## config.mk

```make
export PLATFORM = sky130hd
export DESIGN_NAME = io_spi
export DESIGN_NICKNAME = d
export VERILOG_FILES = /design/src/design/spi_pkg.sv /design/src/design/spi_regs.sv /design/src/design/spi_buffer.sv /design/src/design/spi_clock_gen.sv /design/src/design/spi_sequencer.sv /design/src/design/spi_miso_rx.sv /design/src/design/io_spi.sv
export SDC_FILE = /design/constraint.sdc
export NUM_CORES = 1
export LEC_CHECK = 0
export BUFFER_PORTS_ARGS = -buffer_cell sky130_fd_sc_hd__buf_4
export CAP_MARGIN = 20
export CELL_PAD_IN_SITES_DETAIL_PLACEMENT = 1
export CELL_PAD_IN_SITES_GLOBAL_PLACEMENT = 1
export CORE_AREA = 4 4 218 220
export DETAILED_ROUTE_END_ITERATION = 12
export DIE_AREA = 0 0 222 224
export HOLD_SLACK_MARGIN = 0.1
export PLACE_DENSITY_LB_ADDON = 0.1
export SLEW_MARGIN = 5
export SYNTH_ARGS = -nofsm -noshare
export SYNTH_HDL_FRONTEND = slang
export SYNTH_HIERARCHICAL = 1
export SYNTH_SLANG_ARGS = --single-unit
```

## constraint.sdc

```tcl
create_clock -name clk -period 6.65 [get_ports clk]
set_clock_uncertainty 0.1 [all_clocks]
set_input_delay 1.33 -clock clk [delete_from_list [all_inputs] [get_ports clk]]
set_output_delay 1.33 -clock clk [all_outputs]
set_load 0.01 [all_outputs]
```

## src/design/spi_pkg.sv

```systemverilog
// spi master constants: register map, field widths, reset values and fsm states
package spi_pkg;

	localparam int adr_w  = 14;
	localparam int data_w = 32;

	localparam int div_w  = 10;
	localparam int coml_w = 3;
	localparam int datl_w = 5;
	localparam int buf_aw = 2;

	// io bus word addresses
	localparam logic [adr_w-1:0] adr_exec = 14'h3C80;
	localparam logic [adr_w-1:0] adr_mode = 14'h3C81;
	localparam logic [adr_w-1:0] adr_sdiv = 14'h3C82;
	localparam logic [adr_w-1:0] adr_coml = 14'h3C83;
	localparam logic [adr_w-1:0] adr_comv = 14'h3C84;
	localparam logic [adr_w-1:0] adr_datl = 14'h3C85;
	// buffer words 3C88..3C8B
	localparam logic [adr_w-buf_aw-1:0] adr_datx = 12'hF22;

	localparam int exec_run   = 0;
	localparam int exec_write = 1;
	localparam int exec_cs1   = 3;

	localparam int mode_select_io = 0;
	localparam int mode_cpha      = 1;
	localparam int mode_cpol      = 2;
	localparam int mode_cmd_msb   = 3;
	localparam int mode_dat_msb   = 5;

	// implemented mode bits, the rest read as zero
	localparam logic [data_w-1:0] mode_mask = (data_w'(1) << mode_select_io) |
		(data_w'(1) << mode_cpha) | (data_w'(1) << mode_cpol) |
		(data_w'(1) << mode_cmd_msb) | (data_w'(1) << mode_dat_msb);
	localparam logic [data_w-1:0] mode_reset = data_w'(1) << mode_select_io;
	localparam logic [coml_w-1:0] coml_reset = 3'd1;

	localparam logic [2:0] st_idle  = 3'b000;
	localparam logic [2:0] st_wtcmd = 3'b001;
	localparam logic [2:0] st_wtdat = 3'b010;
	localparam logic [2:0] st_prewt = 3'b011;
	localparam logic [2:0] st_rdcmd = 3'b101;
	localparam logic [2:0] st_rddat = 3'b110;
	localparam logic [2:0] st_wait  = 3'b111;

endpackage

```

## src/design/spi_regs.sv

```systemverilog
`timescale 1ns/10ps
// spi register block: io bus decode, control registers and read-back select
module spi_regs (
	input  logic                          clk,
	input  logic                          rst_n,
	input  logic                          dma_io_we,
	input  logic [spi_pkg::adr_w-1:0]     dma_io_wadr,
	input  logic [spi_pkg::data_w-1:0]    dma_io_wdata,
	input  logic [spi_pkg::adr_w-1:0]     dma_io_radr,
	input  logic                          dma_io_radr_en,
	input  logic [spi_pkg::data_w-1:0]    dma_io_rdata_in,
	input  logic [spi_pkg::data_w-1:0]    buf_rdata,
	input  logic                          run_done,
	output logic [spi_pkg::data_w-1:0]    dma_io_rdata,
	output logic                          bus_we_buf,
	output logic                          bus_rd_buf,
	output logic [spi_pkg::buf_aw-1:0]    bus_buf_adr,
	output logic                          run,
	output logic                          write_mode,
	output logic                          cs1,
	output logic                          select_io,
	output logic                          cpol,
	output logic                          cpha,
	output logic                          cmd_msb,
	output logic                          dat_msb,
	output logic [spi_pkg::div_w-1:0]     sck_div,
	output logic [spi_pkg::coml_w-1:0]    cmd_len,
	output logic [spi_pkg::data_w-1:0]    cmd_val,
	output logic [spi_pkg::datl_w-1:0]    dat_len
);

	logic we_exec, we_mode, we_sdiv, we_coml, we_comv, we_datl, we_datx;
	logic [6:0] rd_sel;
	logic [6:0] rd_q;
	logic [spi_pkg::buf_aw-1:0] rd_adr_q;
	logic [spi_pkg::data_w-1:0] mode_q;

	assign we_exec = dma_io_we && dma_io_wadr == spi_pkg::adr_exec;
	assign we_mode = dma_io_we && dma_io_wadr == spi_pkg::adr_mode;
	assign we_sdiv = dma_io_we && dma_io_wadr == spi_pkg::adr_sdiv;
	assign we_coml = dma_io_we && dma_io_wadr == spi_pkg::adr_coml;
	assign we_comv = dma_io_we && dma_io_wadr == spi_pkg::adr_comv;
	assign we_datl = dma_io_we && dma_io_wadr == spi_pkg::adr_datl;
	assign we_datx = dma_io_we &&
		dma_io_wadr[spi_pkg::adr_w-1:spi_pkg::buf_aw] == spi_pkg::adr_datx;

	// order: exec mode sdiv coml comv datl datx
	assign rd_sel[0] = dma_io_radr_en && dma_io_radr == spi_pkg::adr_exec;
	assign rd_sel[1] = dma_io_radr_en && dma_io_radr == spi_pkg::adr_mode;
	assign rd_sel[2] = dma_io_radr_en && dma_io_radr == spi_pkg::adr_sdiv;
	assign rd_sel[3] = dma_io_radr_en && dma_io_radr == spi_pkg::adr_coml;
	assign rd_sel[4] = dma_io_radr_en && dma_io_radr == spi_pkg::adr_comv;
	assign rd_sel[5] = dma_io_radr_en && dma_io_radr == spi_pkg::adr_datl;
	assign rd_sel[6] = dma_io_radr_en &&
		dma_io_radr[spi_pkg::adr_w-1:spi_pkg::buf_aw] == spi_pkg::adr_datx;

	always_ff @(posedge clk or negedge rst_n) begin
		if (!rst_n) begin
			run        <= 1'b0;
			write_mode <= 1'b0;
			cs1        <= 1'b0;
			mode_q     <= spi_pkg::mode_reset;
			sck_div    <= '0;
			cmd_len    <= spi_pkg::coml_reset;
			cmd_val    <= '0;
			dat_len    <= '0;
			rd_q       <= '0;
			rd_adr_q   <= '0;
		end else begin
			// end of transaction wins over a bus write
			if (run_done)
				run <= 1'b0;
			else if (we_exec)
				run <= dma_io_wdata[spi_pkg::exec_run];
			if (we_exec) begin
				write_mode <= dma_io_wdata[spi_pkg::exec_write];
				cs1        <= dma_io_wdata[spi_pkg::exec_cs1];
			end
			if (we_mode)
				mode_q <= dma_io_wdata & spi_pkg::mode_mask;
			if (we_sdiv)
				sck_div <= dma_io_wdata[spi_pkg::div_w-1:0];
			if (we_coml)
				cmd_len <= dma_io_wdata[spi_pkg::coml_w-1:0];
			if (we_comv)
				cmd_val <= dma_io_wdata;
			if (we_datl)
				dat_len <= dma_io_wdata[spi_pkg::datl_w-1:0];
			rd_q <= rd_sel;
			if (dma_io_radr_en)
				rd_adr_q <= dma_io_radr[spi_pkg::buf_aw-1:0];
		end
	end

	assign select_io = mode_q[spi_pkg::mode_select_io];
	assign cpha      = mode_q[spi_pkg::mode_cpha];
	assign cpol      = mode_q[spi_pkg::mode_cpol];
	assign cmd_msb   = mode_q[spi_pkg::mode_cmd_msb];
	assign dat_msb   = mode_q[spi_pkg::mode_dat_msb];

	// buffer port: a write uses the current address, a read the latched one
	assign bus_we_buf  = we_datx;
	assign bus_rd_buf  = rd_q[6];
	assign bus_buf_adr = we_datx ? dma_io_wadr[spi_pkg::buf_aw-1:0] : rd_adr_q;

	always_comb begin
		dma_io_rdata = '0;
		if (rd_q[0]) begin
			dma_io_rdata[spi_pkg::exec_run]   = run;
			dma_io_rdata[spi_pkg::exec_write] = write_mode;
			dma_io_rdata[spi_pkg::exec_cs1]   = cs1;
		end else if (rd_q[1])
			dma_io_rdata = mode_q;
		else if (rd_q[2])
			dma_io_rdata[spi_pkg::div_w-1:0] = sck_div;
		else if (rd_q[3])
			dma_io_rdata[spi_pkg::coml_w-1:0] = cmd_len;
		else if (rd_q[4])
			dma_io_rdata = cmd_val;
		else if (rd_q[5])
			dma_io_rdata[spi_pkg::datl_w-1:0] = dat_len;
		else if (rd_q[6])
			dma_io_rdata = buf_rdata;
		else
			// other devices on the bus
			dma_io_rdata = dma_io_rdata_in;
	end

endmodule

```

## src/design/spi_buffer.sv

```systemverilog
`timescale 1ns/10ps
// spi data buffer: four words shared by the io bus and the transfer engine
module spi_buffer (
	input  logic                          clk,
	input  logic                          bus_we,
	input  logic [spi_pkg::buf_aw-1:0]    bus_adr,
	input  logic [spi_pkg::data_w-1:0]    bus_wdata,
	input  logic                          bus_rd,
	input  logic [spi_pkg::buf_aw-1:0]    eng_adr,
	input  logic                          rx_we,
	input  logic [spi_pkg::buf_aw-1:0]    rx_adr,
	input  logic [spi_pkg::data_w-1:0]    rx_data,
	output logic [spi_pkg::data_w-1:0]    rdata
);

	logic [spi_pkg::data_w-1:0] mem [2**spi_pkg::buf_aw];
	logic [spi_pkg::buf_aw-1:0] radr;

	// bus write beats a receive write
	always_ff @(posedge clk) begin
		if (bus_we)
			mem[bus_adr] <= bus_wdata;
		else if (rx_we)
			mem[rx_adr] <= rx_data;
	end

	// pending bus read beats the engine
	assign radr  = bus_rd ? bus_adr : eng_adr;
	assign rdata = mem[radr];

endmodule

```

## src/design/spi_clock_gen.sv

```systemverilog
`timescale 1ns/10ps
// spi clock generator: divided internal clock with shift and sample strobes
module spi_clock_gen (
	input  logic                          clk,
	input  logic                          rst_n,
	input  logic [spi_pkg::div_w-1:0]     sck_div,
	input  logic                          cpha,
	output logic                          int_sck,
	output logic                          shift_edge,
	output logic                          sample_edge
);

	logic [spi_pkg::div_w-1:0] div_cnt;
	logic sck_t;
	logic sck_d;
	logic rise;
	logic fall;

	always_ff @(posedge clk or negedge rst_n) begin
		if (!rst_n) begin
			div_cnt <= '0;
			sck_t   <= 1'b0;
			sck_d   <= 1'b0;
		end else begin
			sck_d <= sck_t;
			// >= so a smaller divide takes effect at once
			if (div_cnt >= sck_div) begin
				div_cnt <= '0;
				sck_t   <= ~sck_t;
			end else begin
				div_cnt <= div_cnt + 10'd1;
			end
		end
	end

	// strobes lead the delayed clock by one cycle,
	// so logic on a strobe changes together with the edge
	assign rise = sck_t && !sck_d;
	assign fall = !sck_t && sck_d;

	assign int_sck     = sck_d;
	assign shift_edge  = cpha ? rise : fall;
	assign sample_edge = cpha ? fall : rise;

endmodule

```

## src/design/spi_sequencer.sv

```systemverilog
`timescale 1ns/10ps
// spi transfer fsm: command and data phases, counters and mosi bit select
module spi_sequencer (
	input  logic                          clk,
	input  logic                          rst_n,
	input  logic                          run,
	input  logic                          write_mode,
	input  logic                          cpol,
	input  logic                          cpha,
	input  logic                          cmd_msb,
	input  logic                          dat_msb,
	input  logic [spi_pkg::coml_w-1:0]    cmd_len,
	input  logic [spi_pkg::data_w-1:0]    cmd_val,
	input  logic [spi_pkg::datl_w-1:0]    dat_len,
	input  logic [spi_pkg::data_w-1:0]    buf_rdata,
	input  logic                          shift_edge,
	input  logic                          rx_end,
	output logic                          mosi,
	output logic [spi_pkg::buf_aw-1:0]    word_sel,
	output logic                          sck_en,
	output logic                          cs_active,
	output logic                          rx_active,
	output logic                          run_done
);

	logic [2:0] state;
	logic [2:0] state_nx;
	logic [2:0] bit_cnt;
	logic [2:0] bit_nx;
	logic [1:0] byte_cnt;
	logic [1:0] byte_nx;
	logic [spi_pkg::buf_aw-1:0] word_cnt;
	logic [spi_pkg::buf_aw-1:0] word_nx;
	logic [2:0] cmd_bi;
	logic [2:0] dat_bi;
	logic [spi_pkg::coml_w-1:0] cmd_m1;
	logic [spi_pkg::datl_w-1:0] dat_m1;
	logic cmd_last;
	logic dat_last;
	logic mosi_nx;

	// a length of zero wraps to the maximum
	assign cmd_m1   = cmd_len - 3'd1;
	assign dat_m1   = dat_len - 5'd1;
	assign cmd_last = bit_cnt == 3'd7 && byte_cnt == cmd_m1[1:0];
	assign dat_last = bit_cnt == 3'd7 && {word_cnt, byte_cnt} == dat_m1[3:0];

	always_comb begin
		state_nx = state;
		{word_nx, byte_nx, bit_nx} = {word_cnt, byte_cnt, bit_cnt} + 7'd1;
		case (state)
			spi_pkg::st_idle:
				if (run) begin
					if (cpha && cpol)
						state_nx = spi_pkg::st_prewt;
					else
						state_nx = write_mode ? spi_pkg::st_wtcmd : spi_pkg::st_rdcmd;
				end
			// one sck period of chip select before the first edge
			spi_pkg::st_prewt:
				state_nx = write_mode ? spi_pkg::st_wtcmd : spi_pkg::st_rdcmd;
			spi_pkg::st_wtcmd:
				if (cmd_last)
					state_nx = spi_pkg::st_wtdat;
			spi_pkg::st_rdcmd:
				if (cmd_last)
					state_nx = spi_pkg::st_rddat;
			spi_pkg::st_wtdat:
				if (dat_last)
					state_nx = spi_pkg::st_wait;
			spi_pkg::st_rddat:
				if (rx_end)
					state_nx = spi_pkg::st_wait;
			default:
				state_nx = spi_pkg::st_idle;
		endcase
		// every phase starts at bit 0 of byte 0
		if (state_nx != state || state_nx == spi_pkg::st_idle)
			{word_nx, byte_nx, bit_nx} = '0;
		cmd_bi = cmd_msb ? ~bit_nx : bit_nx;
		dat_bi = dat_msb ? ~bit_nx : bit_nx;
		case (state_nx)
			spi_pkg::st_wtcmd, spi_pkg::st_rdcmd:
				mosi_nx = cmd_val[{byte_nx, cmd_bi}];
			spi_pkg::st_wtdat:
				mosi_nx = buf_rdata[{byte_nx, dat_bi}];
			default:
				mosi_nx = 1'b0;
		endcase
	end

	always_ff @(posedge clk or negedge rst_n) begin
		if (!rst_n) begin
			state    <= spi_pkg::st_idle;
			bit_cnt  <= '0;
			byte_cnt <= '0;
			word_cnt <= '0;
			mosi     <= 1'b0;
		end else if (shift_edge) begin
			state    <= state_nx;
			bit_cnt  <= bit_nx;
			byte_cnt <= byte_nx;
			word_cnt <= word_nx;
			mosi     <= mosi_nx;
		end
	end

	// buffer is read at the word of the next bit
	assign word_sel  = word_nx;
	assign sck_en    = state inside {spi_pkg::st_wtcmd, spi_pkg::st_wtdat,
		spi_pkg::st_rdcmd, spi_pkg::st_rddat};
	assign cs_active = state != spi_pkg::st_idle;
	assign rx_active = state == spi_pkg::st_rddat;
	assign run_done  = shift_edge && state == spi_pkg::st_wait;

endmodule

```

## src/design/spi_miso_rx.sv

```systemverilog
`timescale 1ns/10ps
// spi receiver: samples miso into bytes and writes whole words to the buffer
module spi_miso_rx (
	input  logic                          clk,
	input  logic                          rst_n,
	input  logic                          miso,
	input  logic                          sample_edge,
	input  logic                          rx_active,
	input  logic [spi_pkg::datl_w-1:0]    dat_len,
	input  logic                          dat_msb,
	output logic                          rx_we,
	output logic [spi_pkg::buf_aw-1:0]    rx_adr,
	output logic [spi_pkg::data_w-1:0]    rx_data,
	output logic                          rx_end
);

	logic [2:0] bit_cnt;
	logic [3:0] byte_cnt;
	logic [7:0] shreg;
	logic [7:0] byte_nx;
	logic [spi_pkg::data_w-1:0] acc;
	logic [spi_pkg::data_w-1:0] word_nx;
	logic [spi_pkg::datl_w-1:0] dat_m1;
	logic take;
	logic byte_done;
	logic last_byte;

	assign dat_m1    = dat_len - 5'd1;
	assign take      = rx_active && sample_edge && !rx_end;
	assign byte_done = take && bit_cnt == 3'd7;
	assign last_byte = byte_cnt == dat_m1[3:0];
	// msb first fills from the top
	assign byte_nx   = dat_msb ? {shreg[6:0], miso} : {miso, shreg[7:1]};

	always_comb begin
		word_nx = acc;
		word_nx[{byte_cnt[1:0], 3'b000} +: 8] = byte_nx;
	end

	always_ff @(posedge clk or negedge rst_n) begin
		if (!rst_n) begin
			bit_cnt  <= '0;
			byte_cnt <= '0;
			rx_end   <= 1'b0;
			rx_we    <= 1'b0;
		end else begin
			rx_we <= byte_done && (byte_cnt[1:0] == 2'd3 || last_byte);
			if (!rx_active) begin
				bit_cnt  <= '0;
				byte_cnt <= '0;
				rx_end   <= 1'b0;
			end else if (take) begin
				bit_cnt <= bit_cnt + 3'd1;
				if (bit_cnt == 3'd7) begin
					byte_cnt <= byte_cnt + 4'd1;
					rx_end   <= last_byte;
				end
			end
		end
	end

	// unfilled lanes of a short last word go out as zero
	always_ff @(posedge clk) begin
		if (take)
			shreg <= byte_nx;
		if (!rx_active)
			acc <= '0;
		else if (byte_done)
			acc <= (byte_cnt[1:0] == 2'd3) ? '0 : word_nx;
		if (byte_done) begin
			rx_data <= word_nx;
			rx_adr  <= byte_cnt[3:2];
		end
	end

endmodule

```

## src/design/io_spi.sv

```systemverilog
`timescale 1ns/10ps
// spi master on the io bus: registers, buffer, clock, fsm and receiver
module io_spi (
	input  logic                          clk,
	input  logic                          rst_n,
	input  logic                          dma_io_we,
	input  logic [spi_pkg::adr_w-1:0]     dma_io_wadr,
	input  logic [spi_pkg::data_w-1:0]    dma_io_wdata,
	input  logic [spi_pkg::adr_w-1:0]     dma_io_radr,
	input  logic                          dma_io_radr_en,
	input  logic [spi_pkg::data_w-1:0]    dma_io_rdata_in,
	output logic [spi_pkg::data_w-1:0]    dma_io_rdata,
	output logic                          spi_select_io,
	output logic                          spi_sck,
	output logic [1:0]                    spi_csn,
	output logic                          spi_mosi,
	input  logic                          spi_miso
);

	logic bus_we_buf, bus_rd_buf, run, write_mode, cs1;
	logic cpol, cpha, cmd_msb, dat_msb;
	logic [spi_pkg::buf_aw-1:0] bus_buf_adr;
	logic [spi_pkg::div_w-1:0] sck_div;
	logic [spi_pkg::coml_w-1:0] cmd_len;
	logic [spi_pkg::data_w-1:0] cmd_val;
	logic [spi_pkg::datl_w-1:0] dat_len;
	logic [spi_pkg::data_w-1:0] buf_rdata;
	logic [spi_pkg::buf_aw-1:0] word_sel;
	logic int_sck, shift_edge, sample_edge;
	logic sck_en, cs_active, rx_active, run_done;
	logic rx_we, rx_end;
	logic [spi_pkg::buf_aw-1:0] rx_adr;
	logic [spi_pkg::data_w-1:0] rx_data;

	spi_regs i_regs (
		.clk, .rst_n, .dma_io_we, .dma_io_wadr, .dma_io_wdata, .dma_io_radr,
		.dma_io_radr_en, .dma_io_rdata_in, .buf_rdata, .run_done, .dma_io_rdata,
		.bus_we_buf, .bus_rd_buf, .bus_buf_adr, .run, .write_mode, .cs1,
		.select_io(spi_select_io), .cpol, .cpha, .cmd_msb, .dat_msb,
		.sck_div, .cmd_len, .cmd_val, .dat_len
	);

	spi_buffer i_buffer (
		.clk, .bus_we(bus_we_buf), .bus_adr(bus_buf_adr), .bus_wdata(dma_io_wdata),
		.bus_rd(bus_rd_buf), .eng_adr(word_sel), .rx_we, .rx_adr, .rx_data,
		.rdata(buf_rdata)
	);

	spi_clock_gen i_clock_gen (
		.clk, .rst_n, .sck_div, .cpha, .int_sck, .shift_edge, .sample_edge
	);

	spi_sequencer i_sequencer (
		.clk, .rst_n, .run, .write_mode, .cpol, .cpha, .cmd_msb, .dat_msb,
		.cmd_len, .cmd_val, .dat_len, .buf_rdata, .shift_edge, .rx_end,
		.mosi(spi_mosi), .word_sel, .sck_en, .cs_active, .rx_active, .run_done
	);

	spi_miso_rx i_miso_rx (
		.clk, .rst_n, .miso(spi_miso), .sample_edge, .rx_active, .dat_len, .dat_msb,
		.rx_we, .rx_adr, .rx_data, .rx_end
	);

	// idle level is cpol, inverted internal clock when cpol is set
	assign spi_sck = sck_en ? (int_sck ^ cpol) : cpol;
	assign spi_csn = !cs_active ? 2'b11 : (cs1 ? 2'b01 : 2'b10);

endmodule

```

==> results of run 1 <==
## registers in the layout (all words and copies together) (netlist names), 3 cells and up
register and cells:
i_buffer/mem 128, i_miso_rx/rx_data 32, i_regs/dat_len 5, i_regs/cmd_len 3, i_sequencer/bit_cnt 3, i_miso_rx/shreg 8, i_sequencer/state 3, i_miso_rx/bit_cnt 3
i_clock_gen/div_cnt 10, i_regs/mode_q 5, i_regs/cmd_val 32, i_regs/sck_div 10, i_miso_rx/byte_cnt 4, i_miso_rx/acc 32, i_regs/rd_q 7
## routing by layer
metal	wire length, microns	part of all wire (%)
met5	0	0
met1	24490	46
met3	2820	5.3
met2	25280	47
met4	978	1.8
## what timing repair did
action / CTS / global route
resized for setup: 0 / 5
setup buffers: 5 / 0
setup endpoints to repair: 8 / 14
## layout make-up
| cell class | instances | area share, % |
|---|---|---|
| Clock buffer | 44 | 5.055 |
| Clock inverter | 21 | 1.237 |
| Multi-Input combinational cell | 833 | 37.52 |
| Tap cell | 600 | 3.990 |
| Sequential cell | 301 | 43.73 |
| Inverter | 81 | 1.623 |
| Timing Repair Buffer | 166 | 6.844 |
## worst min path at each step
stage and end:
6_report i_miso_rx/acc[9], 2_1_floorplan i_clock_gen/int_sck, 5_1_grt i_miso_rx/acc[10], 3_3_place_gp i_miso_rx/acc[17], 3_5_place_dp i_miso_rx/acc[20], 4_1_cts i_miso_rx/acc[20]
## critical path, stage by stage (launching register included)
cell and delay, ns:
dfrtp_1 0.53, inv_2 0.15, ha_1 0.42, inv_1 0.10, a32o_1 0.25, a31o_1 0.22, a2111oi_4 0.33, nand2_1 0.23
nor2_4 0.26, mux2i_4 0.11, buf_12 0.20, mux4_2 0.47, mux2_2 0.28, a22oi_1 0.23, o21ai_0 0.20, buf_4 0.20
## power by group through the flow
stage	registers, mW	clock network, mW	logic [mW]
after floorplan	2.02	0	0.159
after global placement	2.02	0	0.325
after detailed placement	2.02	0	0.328
after CTS	1.98	2.06	0.329
after global routing	1.98	2.14	0.354
final	1.98	2.00	0.331
## cell families (layout without fill, tap and decap cells)
kind of cell / Yosys count / count (layout) / share of synthesized area [%]
buffers and inverters: 154 / 312 / 4.431
AO/OA/AOI/OAI: 272 / 272 / 12.49
flip-flops: 301 / 301 / 51.83
adder cells (fa/ha/maj): 28 / 28 / 2.208
multiplexers: 199 / 199 / 16.66
XOR/XNOR: 34 / 34 / 1.924
AND/OR/NAND/NOR: 300 / 300 / 10.46
## through the flow
stage	power, mW	std cells	hold slack [ns]	setup slack, ns	util (%)
after floorplan	2.176	1288	0.3043	1.073	-
after global placement	2.347	1975	0.3556	0.3442	38.76
after detailed placement	2.350	1975	0.3542	0.3292	38.76
after CTS	4.375	2045	0.3760	0.08732	41.49
after global routing	4.479	2046	0.3908	0.08864	41.55
final	4.319	2046	0.3728	0.4325	41.55
## cells in the final DEF (no fill, tap or decap), drive strengths merged, types with 39 or more instances in the layout
cell / netlist / routed
edfxtp: 170 / 170
buf: 41 / 166
mux2: 134 / 134
dfrtp: 97 / 97
nor2: 87 / 87
inv: 80 / 82
nand2: 60 / 60
clkbuf: 32 / 44
o21ai: 41 / 41
nand3: 41 / 41
o22ai: 39 / 39
==> results.json, run 1 <==
{
  "grt_pass1_vias": 11740,
  "status": "finished, final reports clean",
  "max_freq_ghz": 0.1608,
  "worst_hold_path.num_cells": 1,
  "ys.flop_type": "edfxtp_1",
  "n_antenna_cell": 0,
  "crit_path_end_kind": "primary output",
  "cp_max_fo": 32,
  "root_buffer": "clkbuf_16",
  "seq_power_share_pct": 45.9,
  "switchingPower_mw": 1.034,
  "die_x_microns": 222,
  "nNetsFinal": 1544,
  "seq_area_sq_um": 8227,
  "fin_setup_tns_ns": 0,
  "swShare_pct": 23.93,
  "synth_area_leaders": "edfxtp_1 32%, dfrtp_1 15%, mux2_2 8.7%, mux4_2 4.3%, dfxtp_1 4.0%",
  "place.gp.congestion": 0.8537,
  "seq_area_frac_synth_pct": 51.83,
  "worst_slew_pin_slew_ns": 1.045,
  "yosysWarningCount": 6,
  "drt-vias-per-instance": 5.522,
  "cp-startpoint": "i_sequencer/state[0]",
  "clockPowerShare_pct": 46.4,
  "critical_path_class": "flop to primary output",
  "maxCapViolations": 0,
  "antenna_found_initial": 3,
  "ys_top_cells_by_count": "170 x edfxtp_1, 123 x mux2_2, 97 x dfrtp_1, 80 x nor2_1, 78 x inv_1",
  "area_growth_pct": 18.55,
  "syn_nets": 1413,
  "rsz0062_at_grt": "false",
  "cp-endpoint": "dma_io_rdata[9]",
  "setup_violations": 0,
  "r2r_start": "i_sequencer/state[0]",
  "num_vias": 11300,
  "multiInputGateArea_sq_um": 7059,
  "chipHeight_microns": 224,
  "comb_power_share_pct": 7.7,
  "syn_avg_cell_area_sq_um": 12.32,
  "reg2reg_depth": 20,
  "cts_tree": "built",
  "globalRouteMet1Util_pct": 29.70,
  "drtAntennaViolNets": 0,
  "synth.distinct_cells": 95,
  "h-tree-depth": 2,
  "coreArea_sq_um": 45280,
  "hold_class": "flop to flop",
  "drt-initial-drc-count": 813,
  "synth_largest_area_cell": "edfxtp_1",
  "startpoint_type": "flop",
  "synth-edff-count": 170,
  "port_buffers": 133,
  "intPower_mw": 3.286,
  "totalWireLength_microns": 53570,
  "grt.met3_usage_pct": 4.298,
  "netlist_area_sq_um": 15870,
  "cts_max_path_buffers": 3,
  "regToRegEndpoint": "i_sequencer/mosi",
  "cts.sinks": 301,
  "finalCriticalPeriod_ns": 6.218,
  "grt_remaining_overflow": 0,
  "slew_violations": 0,
  "drive_above_1_share_pct": 30.36,
  "grt_pass1_wl_microns": 80120,
  "ir_worst_vdd_mv": 0.1820,
  "critical_path_arrival_ns": 4.79,
  "dieArea_sq_um": 49730,
  "hold_start": "i_miso_rx/acc[9]",
  "rows": 78,
  "syn_inst": 1288,
  "yosys.cell_count.top_type": "edfxtp_1",
  "r2r_slack_ns": 1.18,
  "wire_per_inst_microns": 26.18,
  "p_per_area_nw_per_um2": 229.6,
  "hold_buffers": 0,
  "grt_max_degree": 55,
  "p_leak_nw": 7.162,
  "timing.final.hold_violations": 0,
  "slew_headroom_pct": 30.33,
  "io_pins": 134,
  "drtPass1Iterations": 5,
  "busiest_layer": "met2",
  "path_clk_slew_ns": 0.06,
  "fillers": 4856,
  "drc": 0,
  "grt_util_met2_pct": 34.17,
  "dp_hpwl_microns": 38650,
  "numCtsBuffers": 36,
  "synth.top_cell.area_share_pct": 32.17,
  "async_reset_ff_share_pct": 32.89,
  "start_util_pct": 35.04,
  "synth_seq_cells": 301,
  "post_dp_cell_area_sq_um": 17550,
  "final_area_sq_um": 18810,
  "crit_required_ns": 5.22,
  "grtUsageTotal_pct": 21.21,
  "fin_crit_sh_pct": 93.50,
  "worstSkewPairLatency_ns": 0.56
}
Note: power is estimated with default switching activity, not from simulation.
==> inputs of run 2 (changes only) <==
--- a/config.mk
+++ b/config.mk
@@ -5,15 +5,16 @@
 export SDC_FILE = /design/constraint.sdc
 export NUM_CORES = 1
 export LEC_CHECK = 0
-export BUFFER_PORTS_ARGS = -buffer_cell sky130_fd_sc_hd__buf_4
 export CAP_MARGIN = 20
 export CELL_PAD_IN_SITES_DETAIL_PLACEMENT = 1
 export CELL_PAD_IN_SITES_GLOBAL_PLACEMENT = 1
 export CORE_AREA = 4 4 218 220
 export DETAILED_ROUTE_END_ITERATION = 12
 export DIE_AREA = 0 0 222 224
+export DONT_BUFFER_PORTS = 1
 export HOLD_SLACK_MARGIN = 0.1
-export PLACE_DENSITY_LB_ADDON = 0.1
+export PLACE_DENSITY = 0.57
+export SKIP_CTS_REPAIR_TIMING = 1
 export SLEW_MARGIN = 5
 export SYNTH_ARGS = -nofsm -noshare
 export SYNTH_HDL_FRONTEND = slang
==> results.json, run 2 (synthesis gave the netlist of run 1 again) <==
{
  "cts.sinks": 301,
  "ir_worst_vdd_mv": 0.1187,
  "maxCapViolations": 0,
  "coreArea_sq_um": 45280,
  "wire_per_inst_microns": 25.92,
  "worstSkewPairLatency_ns": 0.54,
  "io_pins": 134,
  "cp_cell_sequence": "inv_1 -> ha_1 -> and2b_1 -> a221oi_1 -> a221o_1 -> nand2_1 -> nor2_1 -> mux2i_4 -> buf_12 -> mux4_2 -> mux2_2 -> a22oi_1 -> o21ai_0",
  "startpoint_type": "flop",
  "worst_slew_pin_slew_ns": 1.047,
  "die_x_microns": 222,
  "grt_remaining_overflow": 0,
  "h-tree-depth": 2,
  "totalWireLength_microns": 49450,
  "critPathTopFamily": "compound AO/OA/AOI/OAI gates",
  "drt-initial-drc-count": 790,
  "slew_headroom_pct": 29.93,
  "dp_hpwl_microns": 36080,
  "layout_common_cells": "170 x edfxtp_1, 123 x mux2_2, 96 x dfrtp_1",
  "area_growth_pct": 11.27,
  "num_vias": 10770,
  "setup_violations": 0,
  "clockPowerShare_pct": 46.1,
  "grtUsageTotal_pct": 19.53,
  "drc": 0,
  "rows": 78,
  "hold_class": "flop to flop",
  "numCtsBuffers": 35,
  "chipHeight_microns": 224,
  "top_register": "i_buffer/mem",
  "drive_above_1_share_pct": 22.22,
  "status": "finished, final reports clean",
  "rsz0062_at_grt": "false",
  "largest_reg_flops": 128,
  "p_leak_nw": 6.432,
  "critical_path_class": "flop to primary output",
  "intPower_mw": 3.171,
  "crit_path_end_kind": "primary output",
  "critical_path_arrival_ns": 4.88,
  "drtAntennaViolNets": 0,
  "grt_max_degree": 100,
  "max_freq_ghz": 0.1585,
  "crit_required_ns": 5.22,
  "path_buf_inv": 2,
  "fin_crit_sh_pct": 94.89,
  "cts_tree": "built",
  "cp_max_fo": 32,
  "swShare_pct": 22.60,
  "final_common_cell": "edfxtp_1",
  "p_per_area_nw_per_um2": 232.0,
  "seq_power_share_pct": 48.4,
  "max_stage_delay_ns": 0.49,
  "switchingPower_mw": 0.9257,
  "grt_pass1_wl_microns": 74060,
  "dieArea_sq_um": 49730,
  "antenna_found_initial": 6,
  "comb_power_share_pct": 5.5,
  "post_dp_cell_area_sq_um": 16530,
  "nNetsFinal": 1403,
  "port_buffers": 0,
  "finalCriticalPeriod_ns": 6.310,
  "path_clk_slew_ns": 0.05,
  "place.gp.congestion": 0.8537,
  "fin_setup_tns_ns": 0,
  "root_buffer": "clkbuf_16",
  "drt-vias-per-instance": 5.642,
  "grt_pass1_vias": 11150,
  "final_area_sq_um": 17660,
  "timing.final.hold_violations": 0,
  "drtPass1Iterations": 5,
  "cts_max_path_buffers": 3,
  "slew_violations": 0,
  "critPathSlowestCell": "mux4_2",
  "start_util_pct": 35.04
}
run 2: cell count changes in the layout (fill, tap and decap cells not counted), moves of 2 or more:
cell / before / now
buf_4: 162 / 25
clkbuf_1: 6 / 12
diode_2: 0 / 3
buf_12: 3 / 1
clkbuf_8: 2 / 0
clkinv_1: 5 / 3
nor2_1: 77 / 79
run 2: per-layer routing:
metal	global-route usage [%]	part of all wire (%)
met1	25.32	43
met2	33.62	49
met3	3.879	5.3
met4	5.382	2.4
met5	0	0.047
run 2: cell type report:
cell class | instances | area, sq um
clock buffer | 48 | 945.9
inverter | 81 | 305.3
tap | 600 | 750.7
antenna | 3 | 7.507
fill | 4803 | 27630
sequential | 301 | 8227
clock inverter | 16 | 168.9
timing repair buffer | 26 | 207.7
multi-input combinational | 833 | 7044
run 2: worst reg2reg max path, cell delays in order, from the launching register on:
cell and delay, ns:
dfrtp_1 0.48, inv_1 0.20, ha_1 0.31, and2b_1 0.23
a221oi_1 0.39, a221o_1 0.48, nand2_1 0.16, nor2_1 0.34
mux2i_4 0.13, buf_12 0.23, mux4_2 0.58, mux2i_1 0.15
o311ai_0 0.17, a2111oi_0 0.40, o21ai_0 0.21, a221oi_1 0.29
o31ai_1 0.13, o211ai_1 0.16, o2111ai_1 0.16
run 2: power by group through the flow:
stage          Sequential, mW  Combinational [mW]  Clock (mW)
6_report                 1.98               0.224        1.89
5_1_grt                  1.98               0.242        2.02
3_5_place_dp             2.02               0.222           0
4_1_cts                  1.98               0.223        1.94
2_1_floorplan            2.02               0.159           0
3_3_place_gp             2.02               0.219           0
run 2: final timing paths:
path                                              to  slack (ns)  cells past startpoint                 start
worst max-delay path                 dma_io_rdata[8]        0.34                     13  i_sequencer/state[0]
worst min-delay path               i_miso_rx/acc[14]        0.37                      1     i_miso_rx/acc[14]
worst max register to register      i_sequencer/mosi        1.22                     18  i_sequencer/state[0]
worst min register to register     i_miso_rx/acc[14]        0.37                      1     i_miso_rx/acc[14]
max in group asynchronous          i_regs/cmd_len[0]        5.87                      0                 rst_n
min in group asynchronous       i_sequencer/state[0]        0.39                      0                 rst_n
run 2: stage by stage:
step / worst slack (ns) / hold WS, ns / total power, mW / util, % / cells
floorplan: 1.073 / 0.3043 / 2.176 / - / 1288
global placement: 0.6491 / 0.3560 / 2.240 / 36.51 / 1841
detailed placement: 0.6140 / 0.3541 / 2.244 / 36.51 / 1841
CTS: 0.2261 / 0.3556 / 4.151 / 38.98 / 1905
global route: 0.04317 / 0.3690 / 4.248 / 38.98 / 1906
finish: 0.3399 / 0.3733 / 4.096 / 38.99 / 1908
